File: src/rtl/rom_check_macros.svh
// ####################
// ROM check sizing and hash constants
// Shared by the control and hash sides of the checker
// ####################

`ifndef ROM_CHECK_MACROS_SVH
`define ROM_CHECK_MACROS_SVH

// Number of 32-bit words in the external ROM
`define ROM_DEPTH 32

// Number of 32-bit digest words, stored in the top ROM addresses
`define DIGEST_WORDS 4

// Address width for the whole ROM
`define ROM_AW $clog2(`ROM_DEPTH)

// Mixing constants of the digest engine
`define HASH_IV 32'h6a09e667
`define HASH_ROT_ABSORB 7
`define HASH_ROT_FINAL 3

`endif
File: src/rtl/rom_check_pkg.sv
// ####################
// ROM check control package
// FSM states and the status reported to the system
// ####################

package rom_check_pkg;

  // Sequencer states
  // ReadingLow feeds the code image into the digest engine
  // ReadingHigh captures the expected digest while the engine finalizes
  // RomAhead means the ROM walk is over but the engine is still busy
  // HashAhead means the engine is done but top words are still being read
  // Checking runs the word-by-word digest comparison
  // Done is terminal and hands the ROM back to the system
  // Invalid is terminal and reached only on an inconsistency
  typedef enum logic [2:0] {
    ReadingLow,
    ReadingHigh,
    RomAhead,
    HashAhead,
    Checking,
    Done,
    Invalid
  } fsm_state_e;

  // Boot status seen by the rest of the system
  // Good only carries meaning once done is set
  typedef struct packed {
    logic done;
    logic good;
  } check_status_t;

endpackage

File: src/rtl/rom_hash_pkg.sv
// ####################
// ROM hash package
// Digest layout and the beat fed into the engine
// ####################

`include "rom_check_macros.svh"

package rom_hash_pkg;

  // Computed or expected digest, word 0 sits in the low 32 bits
  typedef logic [`DIGEST_WORDS-1:0][31:0] digest_t;

  // One ROM word on its way into the digest engine
  // Last marks the final word of the code image
  typedef struct packed {
    logic [31:0] data;
    logic        last;
  } hash_beat_t;

endpackage

File: src/rtl/rom_check_top.sv
// ####################
// ROM integrity checker
// Hashes the ROM at boot and checks it against the stored digest
// ####################

`timescale 1ns/1ps

`include "rom_check_macros.svh"

module rom_check_top
  import rom_check_pkg::*;
  import rom_hash_pkg::*;
(
  input  logic               clk_i,
  input  logic               rst_ni,
  input  logic [31:0]        rom_data_i,
  output logic               rom_req_o,
  output logic [`ROM_AW-1:0] rom_addr_o,
  output logic               rom_select_o,
  output check_status_t      check_status_o,
  output digest_t            digest_o,
  output logic               alert_o
);

  localparam int IdxW = $clog2(`DIGEST_WORDS);

  // Counter to FSM
  logic               ctr_done;
  logic               ctr_last_low;
  logic               ctr_data_rdy;
  logic [`ROM_AW-1:0] ctr_data_addr;

  // FSM to engine
  logic       beat_vld;
  logic       beat_rdy;
  hash_beat_t beat;
  logic       hash_done;
  digest_t    digest;

  // FSM to compare
  logic            exp_vld;
  logic [IdxW-1:0] exp_idx;
  logic [31:0]     exp_word;
  logic            cmp_start;
  logic            cmp_done;
  logic            cmp_good;

  rom_addr_counter u_counter (
    .clk_i           (clk_i),
    .rst_ni          (rst_ni),
    .data_rdy_i      (ctr_data_rdy),
    .read_req_o      (rom_req_o),
    .read_addr_o     (rom_addr_o),
    .data_addr_o     (ctr_data_addr),
    .data_last_low_o (ctr_last_low),
    .done_o          (ctr_done)
  );

  rom_digest_engine u_engine (
    .clk_i      (clk_i),
    .rst_ni     (rst_ni),
    .beat_vld_i (beat_vld),
    .beat_i     (beat),
    .beat_rdy_o (beat_rdy),
    .done_o     (hash_done),
    .digest_o   (digest)
  );

  rom_digest_compare u_compare (
    .clk_i      (clk_i),
    .rst_ni     (rst_ni),
    .exp_vld_i  (exp_vld),
    .exp_idx_i  (exp_idx),
    .exp_word_i (exp_word),
    .digest_i   (digest),
    .start_i    (cmp_start),
    .done_o     (cmp_done),
    .good_o     (cmp_good)
  );

  rom_check_fsm u_fsm (
    .clk_i           (clk_i),
    .rst_ni          (rst_ni),
    .ctr_done_i      (ctr_done),
    .ctr_last_low_i  (ctr_last_low),
    .ctr_data_addr_i (ctr_data_addr),
    .ctr_data_rdy_o  (ctr_data_rdy),
    .rom_data_i      (rom_data_i),
    .beat_vld_o      (beat_vld),
    .beat_o          (beat),
    .beat_rdy_i      (beat_rdy),
    .hash_done_i     (hash_done),
    .exp_vld_o       (exp_vld),
    .exp_idx_o       (exp_idx),
    .exp_word_o      (exp_word),
    .cmp_start_o     (cmp_start),
    .cmp_done_i      (cmp_done),
    .cmp_good_i      (cmp_good),
    .status_o        (check_status_o),
    .rom_select_o    (rom_select_o),
    .alert_o         (alert_o)
  );

  // The computed digest stays visible after the check
  assign digest_o = digest;

endmodule

File: src/rtl/rom_check_fsm.sv
// ####################
// ROM check sequencer
// Drives hashing, digest capture and compare, and flags inconsistent done signals
// ####################

`timescale 1ns/1ps

`include "rom_check_macros.svh"

module rom_check_fsm
  import rom_check_pkg::*;
  import rom_hash_pkg::*;
(
  input  logic                             clk_i,
  input  logic                             rst_ni,
  input  logic                             ctr_done_i,
  input  logic                             ctr_last_low_i,
  input  logic [`ROM_AW-1:0]               ctr_data_addr_i,
  output logic                             ctr_data_rdy_o,
  input  logic [31:0]                      rom_data_i,
  output logic                             beat_vld_o,
  output hash_beat_t                       beat_o,
  input  logic                             beat_rdy_i,
  input  logic                             hash_done_i,
  output logic                             exp_vld_o,
  output logic [$clog2(`DIGEST_WORDS)-1:0] exp_idx_o,
  output logic [31:0]                      exp_word_o,
  output logic                             cmp_start_o,
  input  logic                             cmp_done_i,
  input  logic                             cmp_good_i,
  output check_status_t                    status_o,
  output logic                             rom_select_o,
  output logic                             alert_o
);

  localparam int AW   = `ROM_AW;
  localparam int IdxW = $clog2(`DIGEST_WORDS);
  localparam logic [AW-1:0] TopStart = AW'(`ROM_DEPTH - `DIGEST_WORDS);

  fsm_state_e    state_d;
  fsm_state_e    state_q;
  logic          boot_q;
  logic          word_vld_q;
  logic          start_q;
  logic          in_done;
  logic          ctr_dropped;
  logic [AW-1:0] rel_addr;

  // The counter requests on every cycle from the first edge after reset until it is done
  // A word is therefore on the ROM bus from the second edge onwards
  always_ff @(posedge clk_i or negedge rst_ni) begin
    if (!rst_ni) begin
      boot_q     <= 1'b0;
      word_vld_q <= 1'b0;
    end else begin
      boot_q     <= 1'b1;
      word_vld_q <= boot_q;
    end
  end

  assign in_done = state_q == Done;

  // The counter must never fall back once the walk is complete
  assign ctr_dropped = in_done && !ctr_done_i;

  always_comb begin
    state_d = state_q;
    case (state_q)
      ReadingLow: begin
        // Move on once the last code word has gone into the engine
        if (ctr_last_low_i && beat_vld_o && beat_rdy_i) begin
          state_d = ReadingHigh;
        end
      end
      ReadingHigh: begin
        // The ROM walk and the engine's finalization race each other
        case ({hash_done_i, ctr_done_i})
          2'b01:   state_d = RomAhead;
          2'b10:   state_d = HashAhead;
          2'b11:   state_d = Checking;
          default: state_d = ReadingHigh;
        endcase
      end
      RomAhead: begin
        if (hash_done_i) begin
          state_d = Checking;
        end
      end
      HashAhead: begin
        if (ctr_done_i) begin
          state_d = Checking;
        end
      end
      Checking: begin
        if (cmp_done_i) begin
          state_d = Done;
        end
      end
      Done: begin
        state_d = Done;
      end
      default: begin
        state_d = Invalid;
      end
    endcase

    // Done pulses are only legal in the states that wait for them
    if ((cmp_done_i && !(state_q inside {Checking, Done})) ||
        (ctr_done_i && state_q == ReadingLow) ||
        (hash_done_i && !(state_q inside {ReadingHigh, RomAhead}))) begin
      state_d = Invalid;
    end

    // Any alert locks the FSM up as well
    if (alert_o) begin
      state_d = Invalid;
    end
  end

  always_ff @(posedge clk_i or negedge rst_ni) begin
    if (!rst_ni) begin
      state_q <= ReadingLow;
      start_q <= 1'b0;
    end else begin
      state_q <= state_d;
      // One-cycle start as Checking is entered
      start_q <= (state_q != Checking) && (state_d == Checking);
    end
  end

  // Code words go straight from the ROM bus into the engine
  assign beat_vld_o = word_vld_q && (state_q == ReadingLow);
  assign beat_o     = '{data: rom_data_i, last: ctr_last_low_i};

  // Top words are never stalled, low words follow the engine's back-pressure
  assign ctr_data_rdy_o = (state_q == ReadingLow) ? beat_rdy_i :
                          (state_q inside {ReadingHigh, HashAhead});

  // Snoop the expected digest while the top of the ROM streams past
  assign rel_addr   = ctr_data_addr_i - TopStart;
  assign exp_vld_o  = (state_q inside {ReadingHigh, HashAhead}) && !ctr_done_i;
  assign exp_idx_o  = rel_addr[IdxW-1:0];
  assign exp_word_o = rom_data_i;

  assign cmp_start_o = start_q;

  assign status_o = '{done: in_done, good: in_done && cmp_good_i};

  // The checker owns the ROM from reset until it is done
  assign rom_select_o = !in_done;

  assign alert_o = (state_q == Invalid) || ctr_dropped;

endmodule

File: src/rtl/rom_digest_compare.sv
// ####################
// ROM digest compare
// Holds the expected digest and checks it one word per cycle
// ####################

`timescale 1ns/1ps

`include "rom_check_macros.svh"

module rom_digest_compare
  import rom_hash_pkg::*;
(
  input  logic                             clk_i,
  input  logic                             rst_ni,
  input  logic                             exp_vld_i,
  input  logic [$clog2(`DIGEST_WORDS)-1:0] exp_idx_i,
  input  logic [31:0]                      exp_word_i,
  input  digest_t                          digest_i,
  input  logic                             start_i,
  output logic                             done_o,
  output logic                             good_o
);

  localparam int IdxW = $clog2(`DIGEST_WORDS);
  localparam logic [IdxW-1:0] LastIdx = IdxW'(`DIGEST_WORDS - 1);

  digest_t         exp_q;
  logic            busy_q;
  logic            done_q;
  logic            good_q;
  logic [IdxW-1:0] idx_q;
  logic            active;
  logic [IdxW-1:0] cmp_idx;
  logic            mismatch;

  // Expected words are captured as the FSM snoops them off the ROM bus
  always_ff @(posedge clk_i) begin
    if (exp_vld_i) begin
      exp_q[exp_idx_i] <= exp_word_i;
    end
  end

  // Word 0 is checked in the start cycle itself
  assign active   = start_i || busy_q;
  assign cmp_idx  = start_i ? '0 : idx_q;
  assign mismatch = exp_q[cmp_idx] != digest_i[cmp_idx];

  always_ff @(posedge clk_i or negedge rst_ni) begin
    if (!rst_ni) begin
      busy_q <= 1'b0;
      done_q <= 1'b0;
      good_q <= 1'b0;
      idx_q  <= '0;
    end else begin
      done_q <= active && (cmp_idx == LastIdx);
      if (active) begin
        busy_q <= cmp_idx != LastIdx;
        idx_q  <= cmp_idx + IdxW'(1);
        // A single mismatching word makes the whole result bad
        good_q <= (start_i || good_q) && !mismatch;
      end
    end
  end

  assign done_o = done_q;
  assign good_o = good_q;

endmodule

File: src/rtl/rom_digest_engine.sv
// ####################
// ROM digest engine
// Absorbs code words into lanes, then folds the lanes into a digest
// ####################

`timescale 1ns/1ps

`include "rom_check_macros.svh"

module rom_digest_engine
  import rom_hash_pkg::*;
(
  input  logic       clk_i,
  input  logic       rst_ni,
  input  logic       beat_vld_i,
  input  hash_beat_t beat_i,
  output logic       beat_rdy_o,
  output logic       done_o,
  output digest_t    digest_o
);

  localparam int LaneW = $clog2(`DIGEST_WORDS);
  localparam logic [LaneW-1:0] LastLane = LaneW'(`DIGEST_WORDS - 1);

  function automatic logic [31:0] rotl(input logic [31:0] x, input int unsigned n);
    rotl = (x << n) | (x >> (32 - n));
  endfunction

  digest_t               lanes_q;
  logic [`ROM_AW-1:0]    beat_cnt_q;
  logic                  fin_q;
  logic                  sealed_q;
  logic                  done_q;
  logic [LaneW-1:0]      fin_idx_q;
  logic                  beat_fire;
  logic [LaneW-1:0]      abs_lane;
  logic [LaneW-1:0]      nxt_lane;
  logic [31:0]           abs_word;
  logic [31:0]           fin_word;

  // Only ready while absorbing, the engine is used once per reset
  assign beat_rdy_o = !fin_q && !sealed_q;
  assign beat_fire  = beat_vld_i && beat_rdy_o;

  // Beat k lands in lane k mod DIGEST_WORDS, the low bits do that for a power of two
  assign abs_lane = beat_cnt_q[LaneW-1:0];
  assign abs_word = rotl(lanes_q[abs_lane], `HASH_ROT_ABSORB) ^
                    (beat_i.data + 32'(beat_cnt_q));

  // Finalization mixes in the next lane, wrapping back to lane 0
  // Lane 0 has already been rewritten by the time the last lane reads it
  assign nxt_lane = fin_idx_q + LaneW'(1);
  assign fin_word = lanes_q[fin_idx_q] ^ rotl(lanes_q[nxt_lane], `HASH_ROT_FINAL);

  always_ff @(posedge clk_i or negedge rst_ni) begin
    if (!rst_ni) begin
      for (int i = 0; i < `DIGEST_WORDS; i++) begin
        lanes_q[i] <= `HASH_IV ^ 32'(i);
      end
      beat_cnt_q <= '0;
      fin_q      <= 1'b0;
      sealed_q   <= 1'b0;
      fin_idx_q  <= '0;
      done_q     <= 1'b0;
    end else begin
      done_q <= 1'b0;
      if (beat_fire) begin
        lanes_q[abs_lane] <= abs_word;
        beat_cnt_q        <= beat_cnt_q + 1'b1;
        // The last code word starts the fold
        if (beat_i.last) begin
          fin_q     <= 1'b1;
          fin_idx_q <= '0;
        end
      end
      // One lane per cycle during finalization
      if (fin_q) begin
        lanes_q[fin_idx_q] <= fin_word;
        fin_idx_q          <= nxt_lane;
        if (fin_idx_q == LastLane) begin
          fin_q    <= 1'b0;
          sealed_q <= 1'b1;
          done_q   <= 1'b1;
        end
      end
    end
  end

  assign done_o = done_q;

  // Lanes are frozen once sealed, so the digest stays stable
  assign digest_o = lanes_q;

endmodule

File: src/rtl/rom_addr_counter.sv
// ####################
// ROM address counter
// Walks every ROM address once, stalling on back-pressure
// ####################

`timescale 1ns/1ps

`include "rom_check_macros.svh"

module rom_addr_counter (
  input  logic                clk_i,
  input  logic                rst_ni,
  input  logic                data_rdy_i,
  output logic                read_req_o,
  output logic [`ROM_AW-1:0]  read_addr_o,
  output logic [`ROM_AW-1:0]  data_addr_o,
  output logic                data_last_low_o,
  output logic                done_o
);

  localparam int AW = `ROM_AW;
  localparam logic [AW-1:0] LastAddr    = AW'(`ROM_DEPTH - 1);
  localparam logic [AW-1:0] LastLowAddr = AW'(`ROM_DEPTH - `DIGEST_WORDS - 1);

  // Addr_q is the address whose word is on the ROM data bus when vld_q is set
  // Before the first word comes back it is the first address to request
  logic          req_q;
  logic          vld_q;
  logic          done_q;
  logic [AW-1:0] addr_q;
  logic          go;
  logic          go_last;

  // The word on the bus is taken this cycle
  assign go      = vld_q && data_rdy_i;
  assign go_last = go && (addr_q == LastAddr);

  // A taken word lets us move on, otherwise the same address is asked for again
  // Nothing new is requested once the final word has been taken
  assign read_req_o  = req_q && !go_last;
  assign read_addr_o = go ? addr_q + AW'(1) : addr_q;

  assign data_addr_o     = addr_q;
  assign data_last_low_o = vld_q && (addr_q == LastLowAddr);
  assign done_o          = done_q;

  always_ff @(posedge clk_i or negedge rst_ni) begin
    if (!rst_ni) begin
      req_q  <= 1'b0;
      vld_q  <= 1'b0;
      done_q <= 1'b0;
      addr_q <= '0;
    end else begin
      // The ROM answers every request exactly one cycle later
      vld_q <= read_req_o;
      req_q <= !done_q && !go_last;
      if (go && !go_last) begin
        addr_q <= read_addr_o;
      end
      // Sticky until the next reset
      if (go_last) begin
        done_q <= 1'b1;
      end
    end
  end

endmodule

File: config.mk
export PLATFORM = sky130hd
export DESIGN_NAME = rom_check_top
export DESIGN_NICKNAME = d
export VERILOG_FILES = /design/src/rtl/rom_check_pkg.sv /design/src/rtl/rom_hash_pkg.sv /design/src/rtl/rom_check_top.sv /design/src/rtl/rom_check_fsm.sv /design/src/rtl/rom_digest_compare.sv /design/src/rtl/rom_digest_engine.sv /design/src/rtl/rom_addr_counter.sv
export VERILOG_INCLUDE_DIRS = /design/src /design/src/rtl
export SDC_FILE = /design/constraint.sdc
export NUM_CORES = 1
export LEC_CHECK = 0
export ABC_CLOCK_PERIOD_IN_PS = 4000
export BUFFER_PORTS_ARGS = -buffer_cell sky130_fd_sc_hd__buf_2
export CORE_AREA = 2 2 214 216
export DETAILED_ROUTE_END_ITERATION = 6
export DIE_AREA = 0 0 216 218
export GPL_ROUTABILITY_DRIVEN = 0
export GPL_TIMING_DRIVEN = 1
export HOLD_SLACK_MARGIN = 0.06
export PLACE_DENSITY_LB_ADDON = 0.25
export SYNTH_ARGS = -nofsm -noshare
export SYNTH_HDL_FRONTEND = slang
export SYNTH_SLANG_ARGS = --single-unit
export TNS_END_PERCENT = 20
File: constraint.sdc
create_clock -name clk_i -period 4 [get_ports clk_i]
set_clock_uncertainty 0.2 [all_clocks]
set_input_delay 0.2 -clock clk_i [delete_from_list [all_inputs] [get_ports clk_i]]
set_output_delay 0.2 -clock clk_i [all_outputs]
set_load 0.005 [all_outputs]
### After elaboration in Yosys (flattened, before gate mapping)

Index checks and enable logic that the tools add are counted.

* add/subtract/negate cells: 6
* magnitude comparators: 8
* eq/ne operators: 17
* muxes and demuxes: 41
* bitwise gates (word level): 4
* reduce and logical (&&, ||, !) cells: 44

Operators with widths (count)
* 128-bit bitwise mux: 3
* 32-bit binary-select mux with 2-bit select: 5
* 128-bit two-way mux: 2
* 32-bit two-way mux: 8
* 32-bit demux with 2-bit select: 3
* 32-bit bitwise XOR: 2
* 32-bit by 5-bit adder with 32-bit output: 1
* 32-bit inequality test: 1
* 32-bit by 3-bit OR with 32-bit output: 1
* 32-bit by 7-bit OR with 32-bit output: 1
* 1-bit logical AND: 23
* 3-bit two-way mux: 6
* 3-bit case mux with 6 select lines: 1
* 2-bit by 3-bit less-than comparator with 1-bit output (second input constant): 5
* 3-bit == test (second input constant): 4
* 5-bit by 1-bit adder with 5-bit output (second input constant): 2
* 5-bit == test (second input constant): 2
* 2-bit nonzero test: 5
* 3-bit case mux with 3 select lines: 1
* 2-bit == test (second input constant): 4
* 1-bit logical NOT: 8
* 2-bit two-way mux: 4
* 1-bit two-way mux: 7
* 3-bit by 2-bit == test with 1-bit output (second input constant): 2
* 11 further kinds: 19

* flip-flop bits (word level): 285
* bits of input ports: 34
* output and inout bits: 138
* word-level logic and storage cells: 145

### Longest topological paths before layout

Gate-level depths: netlist of the first run.

* word-level depth: 10
* mapped depth: 13
* mapped depth without buffers: 10

### Hierarchy

Synthesis of the first run repeated with hierarchy kept, for this count alone.

* cells, all modules: 1620
* area, all modules: 18461.5 um2

Modules (own cells, without submodules)
* rom_digest_engine: instances 1, cells an instance 925, area an instance 9888.2 um2, seq. area each 3528.4 um2
* rom_digest_compare: instances 1, cells an instance 538, area an instance 7133.1 um2, seq. area each 3968.8 um2
* rom_check_fsm: instances 1, cells an instance 122, area an instance 1022.2 um2, seq. area each 150.1 um2
* rom_addr_counter: instances 1, cells an instance 35, area an instance 417.9 um2, seq. area each 200.2 um2

### Worst setup path after synthesis of the first run

Ideal clock, no wire load.

* kind: flip-flop to flip-flop
* start: register u_engine.beat_cnt_q[1]
* end: register u_engine.lanes_q, in the netlist u_engine.digest_o[126]
* setup time: 82 ps
* arrival: 2954 ps
* data required time: 3718 ps
* setup slack: 764 ps
* stages on the path, launching flop included: 14
* path buffers: 4
* clock period less this slack: 3236 ps
* path through: dfrtp_1 buf_2 buf_2 buf_2 inv_1 fa_1 nor2b_1 o21ai_0 a21boi_0 clkbuf_1 o2111ai_1 xnor2_1 nand2_1 a22oi_1

* word-level cells in the longest chain between the ends: 8
* elaborated cells between the ends (all ways): 14
* classes of those cells: 1 x add/sub; 2 x order compare; 8 x mux; 2 x bitwise; 1 x reduce/logical

RTL lines
* start, declared: line rom_digest_engine.sv:30 `` logic [`ROM_AW-1:0] beat_cnt_q; ``
* start signal, assigned: line rom_digest_engine.sv:69 `beat_cnt_q <= beat_cnt_q + 1'b1;`
* parallel branches: the longest is 4 deep, another holds 32-bit by 5-bit adder with 32-bit output
* 128-bit bitwise mux (*): line rom_digest_engine.sv:68 `lanes_q[abs_lane] <= abs_word;`
* 128-bit two-way mux (*): line rom_digest_engine.sv:67 `if (beat_fire) begin`
* 128-bit bitwise mux: line rom_digest_engine.sv:78 `lanes_q[fin_idx_q] <= fin_word;`
* 128-bit two-way mux (*): line rom_digest_engine.sv:77 `if (fin_q) begin`
* end signal, assigned by index: line rom_digest_engine.sv:58 `` lanes_q[i] <= `HASH_IV ^ 32'(i); ``
* end signal, assigned by index: line rom_digest_engine.sv:68
* end signal, assigned by index: line rom_digest_engine.sv:78
* end, declared: line rom_digest_engine.sv:29 `digest_t lanes_q;`

Mark *: on every way between the ends. The select of a mux whose other input is x is not followed.
A chain may end at the register's enable or synchronous reset.

### Worst setup path after layout of the first run

* start: register u_fsm.state_q[0]
* end: register u_engine.lanes_q, in the netlist u_engine.digest_o[5]

* word-level cells in the longest chain between the ends: 6

RTL lines
* start, declared: line rom_check_fsm.sv:41 `fsm_state_e state_q;`
* start signal, assigned: line rom_check_fsm.sv:122 `state_q <= ReadingLow;`
* start signal, assigned: line rom_check_fsm.sv:125 `state_q <= state_d;`
* 3-bit logical NOT (*): line rom_check_fsm.sv:132 `assign beat_vld_o = word_vld_q && (state_q == ReadingLow);`
* 1-bit logical AND (*): line rom_check_fsm.sv:132
* 1-bit logical AND (*): line rom_digest_engine.sv:43 `assign beat_fire = beat_vld_i && beat_rdy_o;`
* 128-bit two-way mux (*): line rom_digest_engine.sv:67
* 128-bit bitwise mux: line rom_digest_engine.sv:78
* 128-bit two-way mux (*): line rom_digest_engine.sv:77

Every way passes the cells marked *; elsewhere a longest branch is shown, timed or not.

==> impl_metrics.csv, run 1 <==
group,metric,value,unit
outcome,status,"complete, no violations",
setup_path,path_max_fanout,12,
floorplanning,core,44900,sq um
min_path,hold_path.class,"in -> async",
setup_path,rr_worst_depth,8,
pwr,power_per_cell_area,973,nW/um^2
synth,yosysUniqueCellTypes,61,
floorplanning,initial_utilization,39.4,%
routing,routedWlPerCell,28.5,um
clocking,post_cts_buffers,0,
setup_path,r2r_slack,0.91,ns
clocking,cts_made_buffers,31,
synth,synth-seq-cells,285,
pwr,pwr-share-clk,14.6,%
timing,relSlewSlack,30.3,%
setup_path,reg2reg_to,"u_engine.digest_o[5]",
clocking,clk_pin_slew_worst_paths,0.06,ns
synth,avgSynthCellArea,11.2,sq um
timing,fmax,0.324,GHz
synth,synth_edf_count,128,
synth,syn_inst,1574,
clocking,h-tree-depth,1,
setup_path,crit_chain,"nor2_1, nand3b_1, nor3_1, buf_4, and2_0, buf_4, mux2i_1, o21ai_0",
synth,synth-compound-area-share,16.5,%
synth,synth_top_family_by_area,"compound AO/OA/AOI/OAI gates",
timing,holdWs,0.0914,ns
floorplanning,dieArea,47100,sq um
setup_path,timing.critical_path.mode_cell,"buf_4",
place,dp_slack,0.943,ns
finish,layout_common_cells,"buf_2 (170), nand2_1 (131), edfxtp_1 (128), nor2_1 (121), mux4_2 (96)",
floorplanning,fp-row-count,78,
timing,drv_slew,0,
clocking,cts_resized,0,
clocking,cts_tree,"yes",
routing,vias,15051,
setup_path,crit_family,"simple AND/OR/NAND/NOR gates",
pwr,power_frac_comb,55.3,%
synth,synth_xor_area_share,5.11,%
clocking,hold_buffers,33,
setup_path,r2r-start,"u_fsm.state_q[0]",
clocking,clk_latency,0.60,ns
finish,multi_input_area,9130,sq um
timing,fin_ws,0.909,ns
place,io_buffers,171,
synth,synth-adder-area-share,1.67,%
timing,hold_viol_final,0,
finish,layout_commonest_cell,"buf_2",
setup_path,endpoint_kind,"flop",
finish,fill_cells,4235,
setup_path,cp_slowest_cell,"and2_0",
floorplanning,ios,172,
grt,grt_util_met3,5.79,%
synth,ys.flop_type,"edfxtp_1",
finish,diodes,0,
synth,async_reset_ff_share,55.1,%
synth,synthMuxAreaShare,14.7,%
setup_path,startpoint_type,"flop",
synth,synthesis.area,17700,sq um
timing,setup_viol,0,
finish,syn_to_final_growth,15.6,%
timing,fin_crit,3.09,ns
timing,rsz0062_at_grt,"no",
grt,use_met1,40.1,%
pwr,switchingPower,9.28,mW
job,drv_cap,0,
floorplanning,die_h,218,um
synth,yosysWarnings,0,
synth,synth-simple-area-share,13.6,%
grt,grt_overflow_total,0,
finish,drive_above_1_share,26.4,%
pwr,total_leakage_power,7.85,nW
finish,regArea,7860,sq um
grt,top_usage_layer,"met2",
floorplanning,die_w,216,um
routing,firstDrtPassIters,6,
routing,wirelength,66.9,mm
synth,synth-seq-area-share,44.4,%
setup_path,slowest_delay,0.72,ns
clocking,cts.sinks,285,
pwr,peakVddDrop,0.540,mV
pwr,p_int,10.6,mW
routing,vias_per_cell,6.41,
setup_path,critical_path_required,4.29,ns
grt,globalRouteTotalUtil,28.0,%
pwr,p_seq_share,30.2,%
clocking,clock_path_buffers,3,
timing,min_period_over_period,77.3,%
routing,dr.first_iter.drc_count,1848,
grt,grt_pass1_wl,97.6,mm
grt,antenna_found_initial,2,
routing,postRouteAntennaNets,0,
synth,synth_nets,1631,
setup_path,worst-setup-path-type,"reg -> reg",
routing,drc,0,
clocking,cts_root_buffer,"clkbuf_16",
grt,grt_max_degree,90,
place,dp_hpwl,46.1,mm
finish,nets,1782,
grt,grt_pass1_vias,14189,
setup_path,worstPathArrival,3.38,ns
grt,met2_usage,41.5,%
timing,totalNegativeSetupSlack,0,ns
pwr,swShare,46.6,%
setup_path,cp.buffers_inverters,2,
timing,tightest_slew,1.05,ns
## per-layer routing
metal | wire length [um] | share of wire (%)
met1 | 27300 | 41
met2 | 28900 | 43
met3 | 7710 | 12
met4 | 2930 | 4.4
met5 | 0 | 0
## state kept, by name (all words and copies together), names as in the netlist
name / cells
u_compare.busy_q: 1
u_compare.done_o: 1
u_compare.exp_q: 128
u_compare.good_o: 1
u_compare.idx_q: 2
u_counter.data_addr_o: 5
u_counter.done_o: 1
u_counter.req_q: 1
u_counter.vld_q: 1
u_engine.beat_cnt_q: 5
u_engine.digest_o: 128
u_engine.done_o: 1
u_engine.fin_idx_q: 2
u_engine.fin_q: 1
u_engine.sealed_q: 1
u_fsm.boot_q: 1
u_fsm.cmp_start_o: 1
u_fsm.state_q: 3
u_fsm.word_vld_q: 1
## final cells by class
| class | instances | area share (%) |
|---|---|---|
| timing repair buffer | 246 | 7.88 |
| clock buffer | 47 | 4.65 |
| clock inverter | 10 | 0.300 |
| tap | 600 | 3.67 |
| inverter | 18 | 0.337 |
| multi-input combinational | 1143 | 44.7 |
| sequential | 285 | 38.5 |
## per-stage QoR
stage | util [%] | total power, mW | area [sq um] | instances
2_1_floorplan | - | 12.7 | 17700 | 1574
3_3_place_gp | 42.5 | 16.6 | 19100 | 2258
3_5_place_dp | 42.5 | 16.7 | 19100 | 2259
4_1_cts | 45.5 | 19.7 | 20400 | 2349
5_1_grt | 45.5 | 20.9 | 20400 | 2349
6_report | 45.5 | 19.9 | 20400 | 2349
## cells in the mapped netlist (2+ instances only)
library cell	number	area, sq um
mux2i_1	40	400
and2_0	2	12.5
nor4_2	4	50.1
dfrtp_1	97	2430
nand2b_1	5	31.3
nand2_1	136	510
o21ai_0	78	390
and3_1	12	75.1
inv_1	17	63.8
nand3_1	11	55.1
edfxtp_1	128	3840
a22oi_1	9	67.6
and4_1	6	52.6
nand4_1	5	31.3
nor4_1	4	25.0
buf_1	2	7.51
a31oi_1	86	538
nand4b_1	16	140
o31a_1	4	35.0
a211oi_2	10	125
nor2_1	121	454
nor2b_1	37	231
buf_2	45	225
a211oi_1	71	533
nor3_1	4	20.0
clkbuf_1	60	225
a211o_1	48	420
xor2_1	35	307
a21boi_0	2	15.0
a21o_1	4	30.0
mux2_2	3	33.8
buf_4	12	90.1
dfstp_2	60	1580
nand3b_1	2	15.0
xnor2_1	68	596
o21ai_1	20	100
and3b_1	64	561
o21bai_1	2	15.0
buf_6	8	90.1
o211ai_1	36	270
and2_1	8	50.1
ha_1	22	275
mux4_2	96	2160
o2111ai_1	8	70.1
a21oi_1	50	250
## worst reg2reg max path, stage by stage (launching register included)
cell and delay, ns:
dfrtp_1 0.50, nor2_1 0.32, nand3b_1 0.11, nor3_1 0.29
buf_4 0.27, and2_0 0.72, buf_4 0.31, mux2i_1 0.19
o21ai_0 0.09
## cells by family after synthesis
logic type      after synthesis
fa+ha+maj                    23
flops                       285
buf+inv                     146
mux                         139
simple gates                444
xor+xnor                    103
compound gates              433
other cells                   1
## worst max path at each step
stage	from	endpoint	slack (ns)	depth (start not counted)
3_3_place_gp	u_counter.done_o	u_fsm.cmp_start_o	0.72	6
2_1_floorplan	u_engine.beat_cnt_q[1]	u_engine.digest_o[126]	0.76	13
4_1_cts	u_fsm.state_q[0]	u_engine.digest_o[5]	0.92	8
3_5_place_dp	u_engine.fin_idx_q[0]	u_engine.digest_o[54]	0.94	8
6_report	u_fsm.state_q[0]	u_engine.digest_o[5]	0.91	8
5_1_grt	u_fsm.state_q[0]	u_engine.digest_o[5]	0.75	8
## power groups by stage
stage          combinational, mW  clock, mW  sequential (mW)
6_report                    11.0       2.89             6.00
3_3_place_gp                10.7          0             5.90
3_5_place_dp                10.8          0             5.90
4_1_cts                     10.9       2.91             5.86
5_1_grt                     11.8       3.02             6.05
2_1_floorplan               7.74          0             4.96
(Power assumes the default switching activity.)
==> inputs of run 2 (changes only) <==
--- a/config.mk
+++ b/config.mk
@@ -6,7 +6,7 @@
 export SDC_FILE = /design/constraint.sdc
 export NUM_CORES = 1
 export LEC_CHECK = 0
-export ABC_CLOCK_PERIOD_IN_PS = 4000
+export ABC_CLOCK_PERIOD_IN_PS = 3220
 export BUFFER_PORTS_ARGS = -buffer_cell sky130_fd_sc_hd__buf_2
 export CORE_AREA = 2 2 214 216
 export DETAILED_ROUTE_END_ITERATION = 6
==> constraint.sdc (replaced) <==
create_clock -name clk_i -period 3.22 [get_ports clk_i]
set_clock_uncertainty 0.2 [all_clocks]
set_input_delay 0.161 -clock clk_i [delete_from_list [all_inputs] [get_ports clk_i]]
set_output_delay 0.161 -clock clk_i [all_outputs]
set_load 0.005 [all_outputs]
==> run 2 against run 1 <==
Net effect: total power increased by 27%; via count increased by 0.45%; final area increased by 1.6%; largest cell class unchanged.
==> impl_metrics.csv, run 2 (same netlist as run 1, synthesis figures left out) <==
group,metric,value,unit
clocking,clk_latency,0.53,ns
grt,antenna_found_initial,1,
setup_path,rr_worst_depth,8,
setup_path,slowest_delay,0.63,ns
clocking,cts_root_buffer,"clkbuf_16",
setup_path,cp_slowest_cell,"dfrtp_4",
routing,routedWlPerCell,28.0,um
clocking,cts_tree,"yes",
finish,nets,1809,
floorplanning,ios,172,
floorplanning,die_w,216,um
job,drv_cap,0,
pwr,power_per_cell_area,1210,nW/um^2
routing,vias_per_cell,6.35,
finish,syn_to_final_growth,17.5,%
timing,drv_slew,0,
grt,globalRouteTotalUtil,28.1,%
timing,min_period_over_period,92.9,%
pwr,peakVddDrop,0.533,mV
grt,grt_max_degree,74,
routing,vias,15118,
clocking,clock_path_buffers,3,
floorplanning,initial_utilization,39.4,%
grt,grt_overflow_total,0,
grt,grt_pass1_wl,98.4,mm
clocking,cts.sinks,285,
place,io_buffers,171,
finish,utilization,46.3,%
routing,dr.first_iter.drc_count,2136,
clocking,cts_resized,0,
setup_path,startpoint_type,"flop",
timing,totalNegativeSetupSlack,0,ns
finish,finalInstanceArea,20800,sq um
setup_path,worstPathArrival,3.25,ns
setup_path,cp_num_cells,8,
setup_path,critical_path_required,3.48,ns
place,postPlaceCellArea,19300,sq um
clocking,post_cts_buffers,0,
floorplanning,die_h,218,um
routing,firstDrtPassIters,5,
setup_path,crit_family,"simple AND/OR/NAND/NOR gates",
grt,grt_pass1_vias,14493,
clocking,clk_pin_slew_worst_paths,0.06,ns
pwr,total_leakage_power,8.02,nW
finish,drive_above_1_share,27.0,%
floorplanning,dieArea,47100,sq um
clocking,h-tree-depth,2,
finish,layout_commonest_cell,"buf_2",
floorplanning,core,44900,sq um
routing,wirelength,66.6,mm
clocking,cts_made_buffers,34,
setup_path,path_max_fanout,38,
setup_path,crit_chain,"nand2b_4, buf_12, a211oi_1, a211o_1, nand4b_1, nor4_1, a41oi_1, nor2_1",
setup_path,worst-setup-path-type,"reg -> reg",
timing,relSlewSlack,46.9,%
routing,postRouteAntennaNets,0,
place,dp_hpwl,45.5,mm
timing,rsz0062_at_grt,"no",
timing,setup_viol,0,
finish,layout_common_cells,"buf_2 (170), nand2_1 (131), edfxtp_1 (128), nor2_1 (121), mux4_2 (96)",
timing,fin_crit,2.99,ns
timing,hold_viol_final,0,
setup_path,cp.buffers_inverters,1,
timing,fmax,0.334,GHz
routing,drc,0,
outcome,status,"complete, no violations",
timing,tightest_slew,0.796,ns
floorplanning,fp-row-count,78,
setup_path,endpoint_kind,"flop",
min_path,hold_path.class,"in -> async",
[run 2: layout make-up]
| class | count | area (sq um) |
|---|---|---|
| Antenna cell | 1 | 2.50 |
| Inverter | 18 | 68.8 |
| Timing Repair Buffer | 270 | 1870 |
| Sequential cell | 285 | 7860 |
| Multi-Input combinational cell | 1143 | 9130 |
| Fill cell | 4175 | 24100 |
| Tap cell | 600 | 751 |
| Clock inverter | 6 | 27.5 |
| Clock buffer | 56 | 1060 |
[run 2: report_power, final]
part / leakage [nW] / switching (mW) / internal (mW)
logic: 4.55 / 7.91 / 6.17
registers: 2.94 / 2.18 / 5.09
clock network: 0.533 / 1.57 / 2.24
total: 8.02 / 11.7 / 13.5
[run 2: path summary, 6_finish.rpt]
kind                                          from               endpoint  slack, ns
max in group asynchronous                   rst_ni  u_engine.digest_o[47]       2.26
worst max register to register  u_compare.idx_q[0]       u_compare.good_o       0.23
worst min-delay path                        rst_ni  u_engine.digest_o[62]       0.13
worst min register to register        u_fsm.boot_q       u_fsm.word_vld_q       0.15
worst max-delay path            u_compare.idx_q[0]       u_compare.good_o       0.23
min in group clk_i                    u_fsm.boot_q       u_fsm.word_vld_q       0.15
[run 2: what timing repair did]
action	in CTS	in global routing
endpoints found under the hold margin	251	0
setup endpoints to repair	0	0
hold buffers	34	0
[run 2: worst reg2reg max path: cells and delay by family (launching register included)]
family / cells / cell delay, ns
AND/OR/NAND/NOR: 4 / 0.92
AO/OA/AOI/OAI: 3 / 0.92
flip-flops: 1 / 0.63
buffers and inverters: 1 / 0.25
[run 2: per-stage QoR]
stage / setup WS, ns / power, mW / hold WS, ns / std cells
2_1_floorplan: 0.0306 / 15.8 / -0.335 / 1574
3_3_place_gp: 0.377 / 20.8 / 0.0271 / 2282
3_5_place_dp: 0.336 / 21.0 / 0.0311 / 2282
4_1_cts: 0.330 / 24.9 / 0.111 / 2378
5_1_grt: 0.0595 / 26.3 / 0.151 / 2378
6_report: 0.228 / 25.2 / 0.127 / 2379
[run 2: per-layer routing]
layer	wire, um	GRT usage, %	vias to the layer above
li1	-	-	6393
met1	27000	40.2	7581
met2	30200	43.4	1002
met3	6950	4.42	140
met4	2430	9.98	2
met5	13	0	-
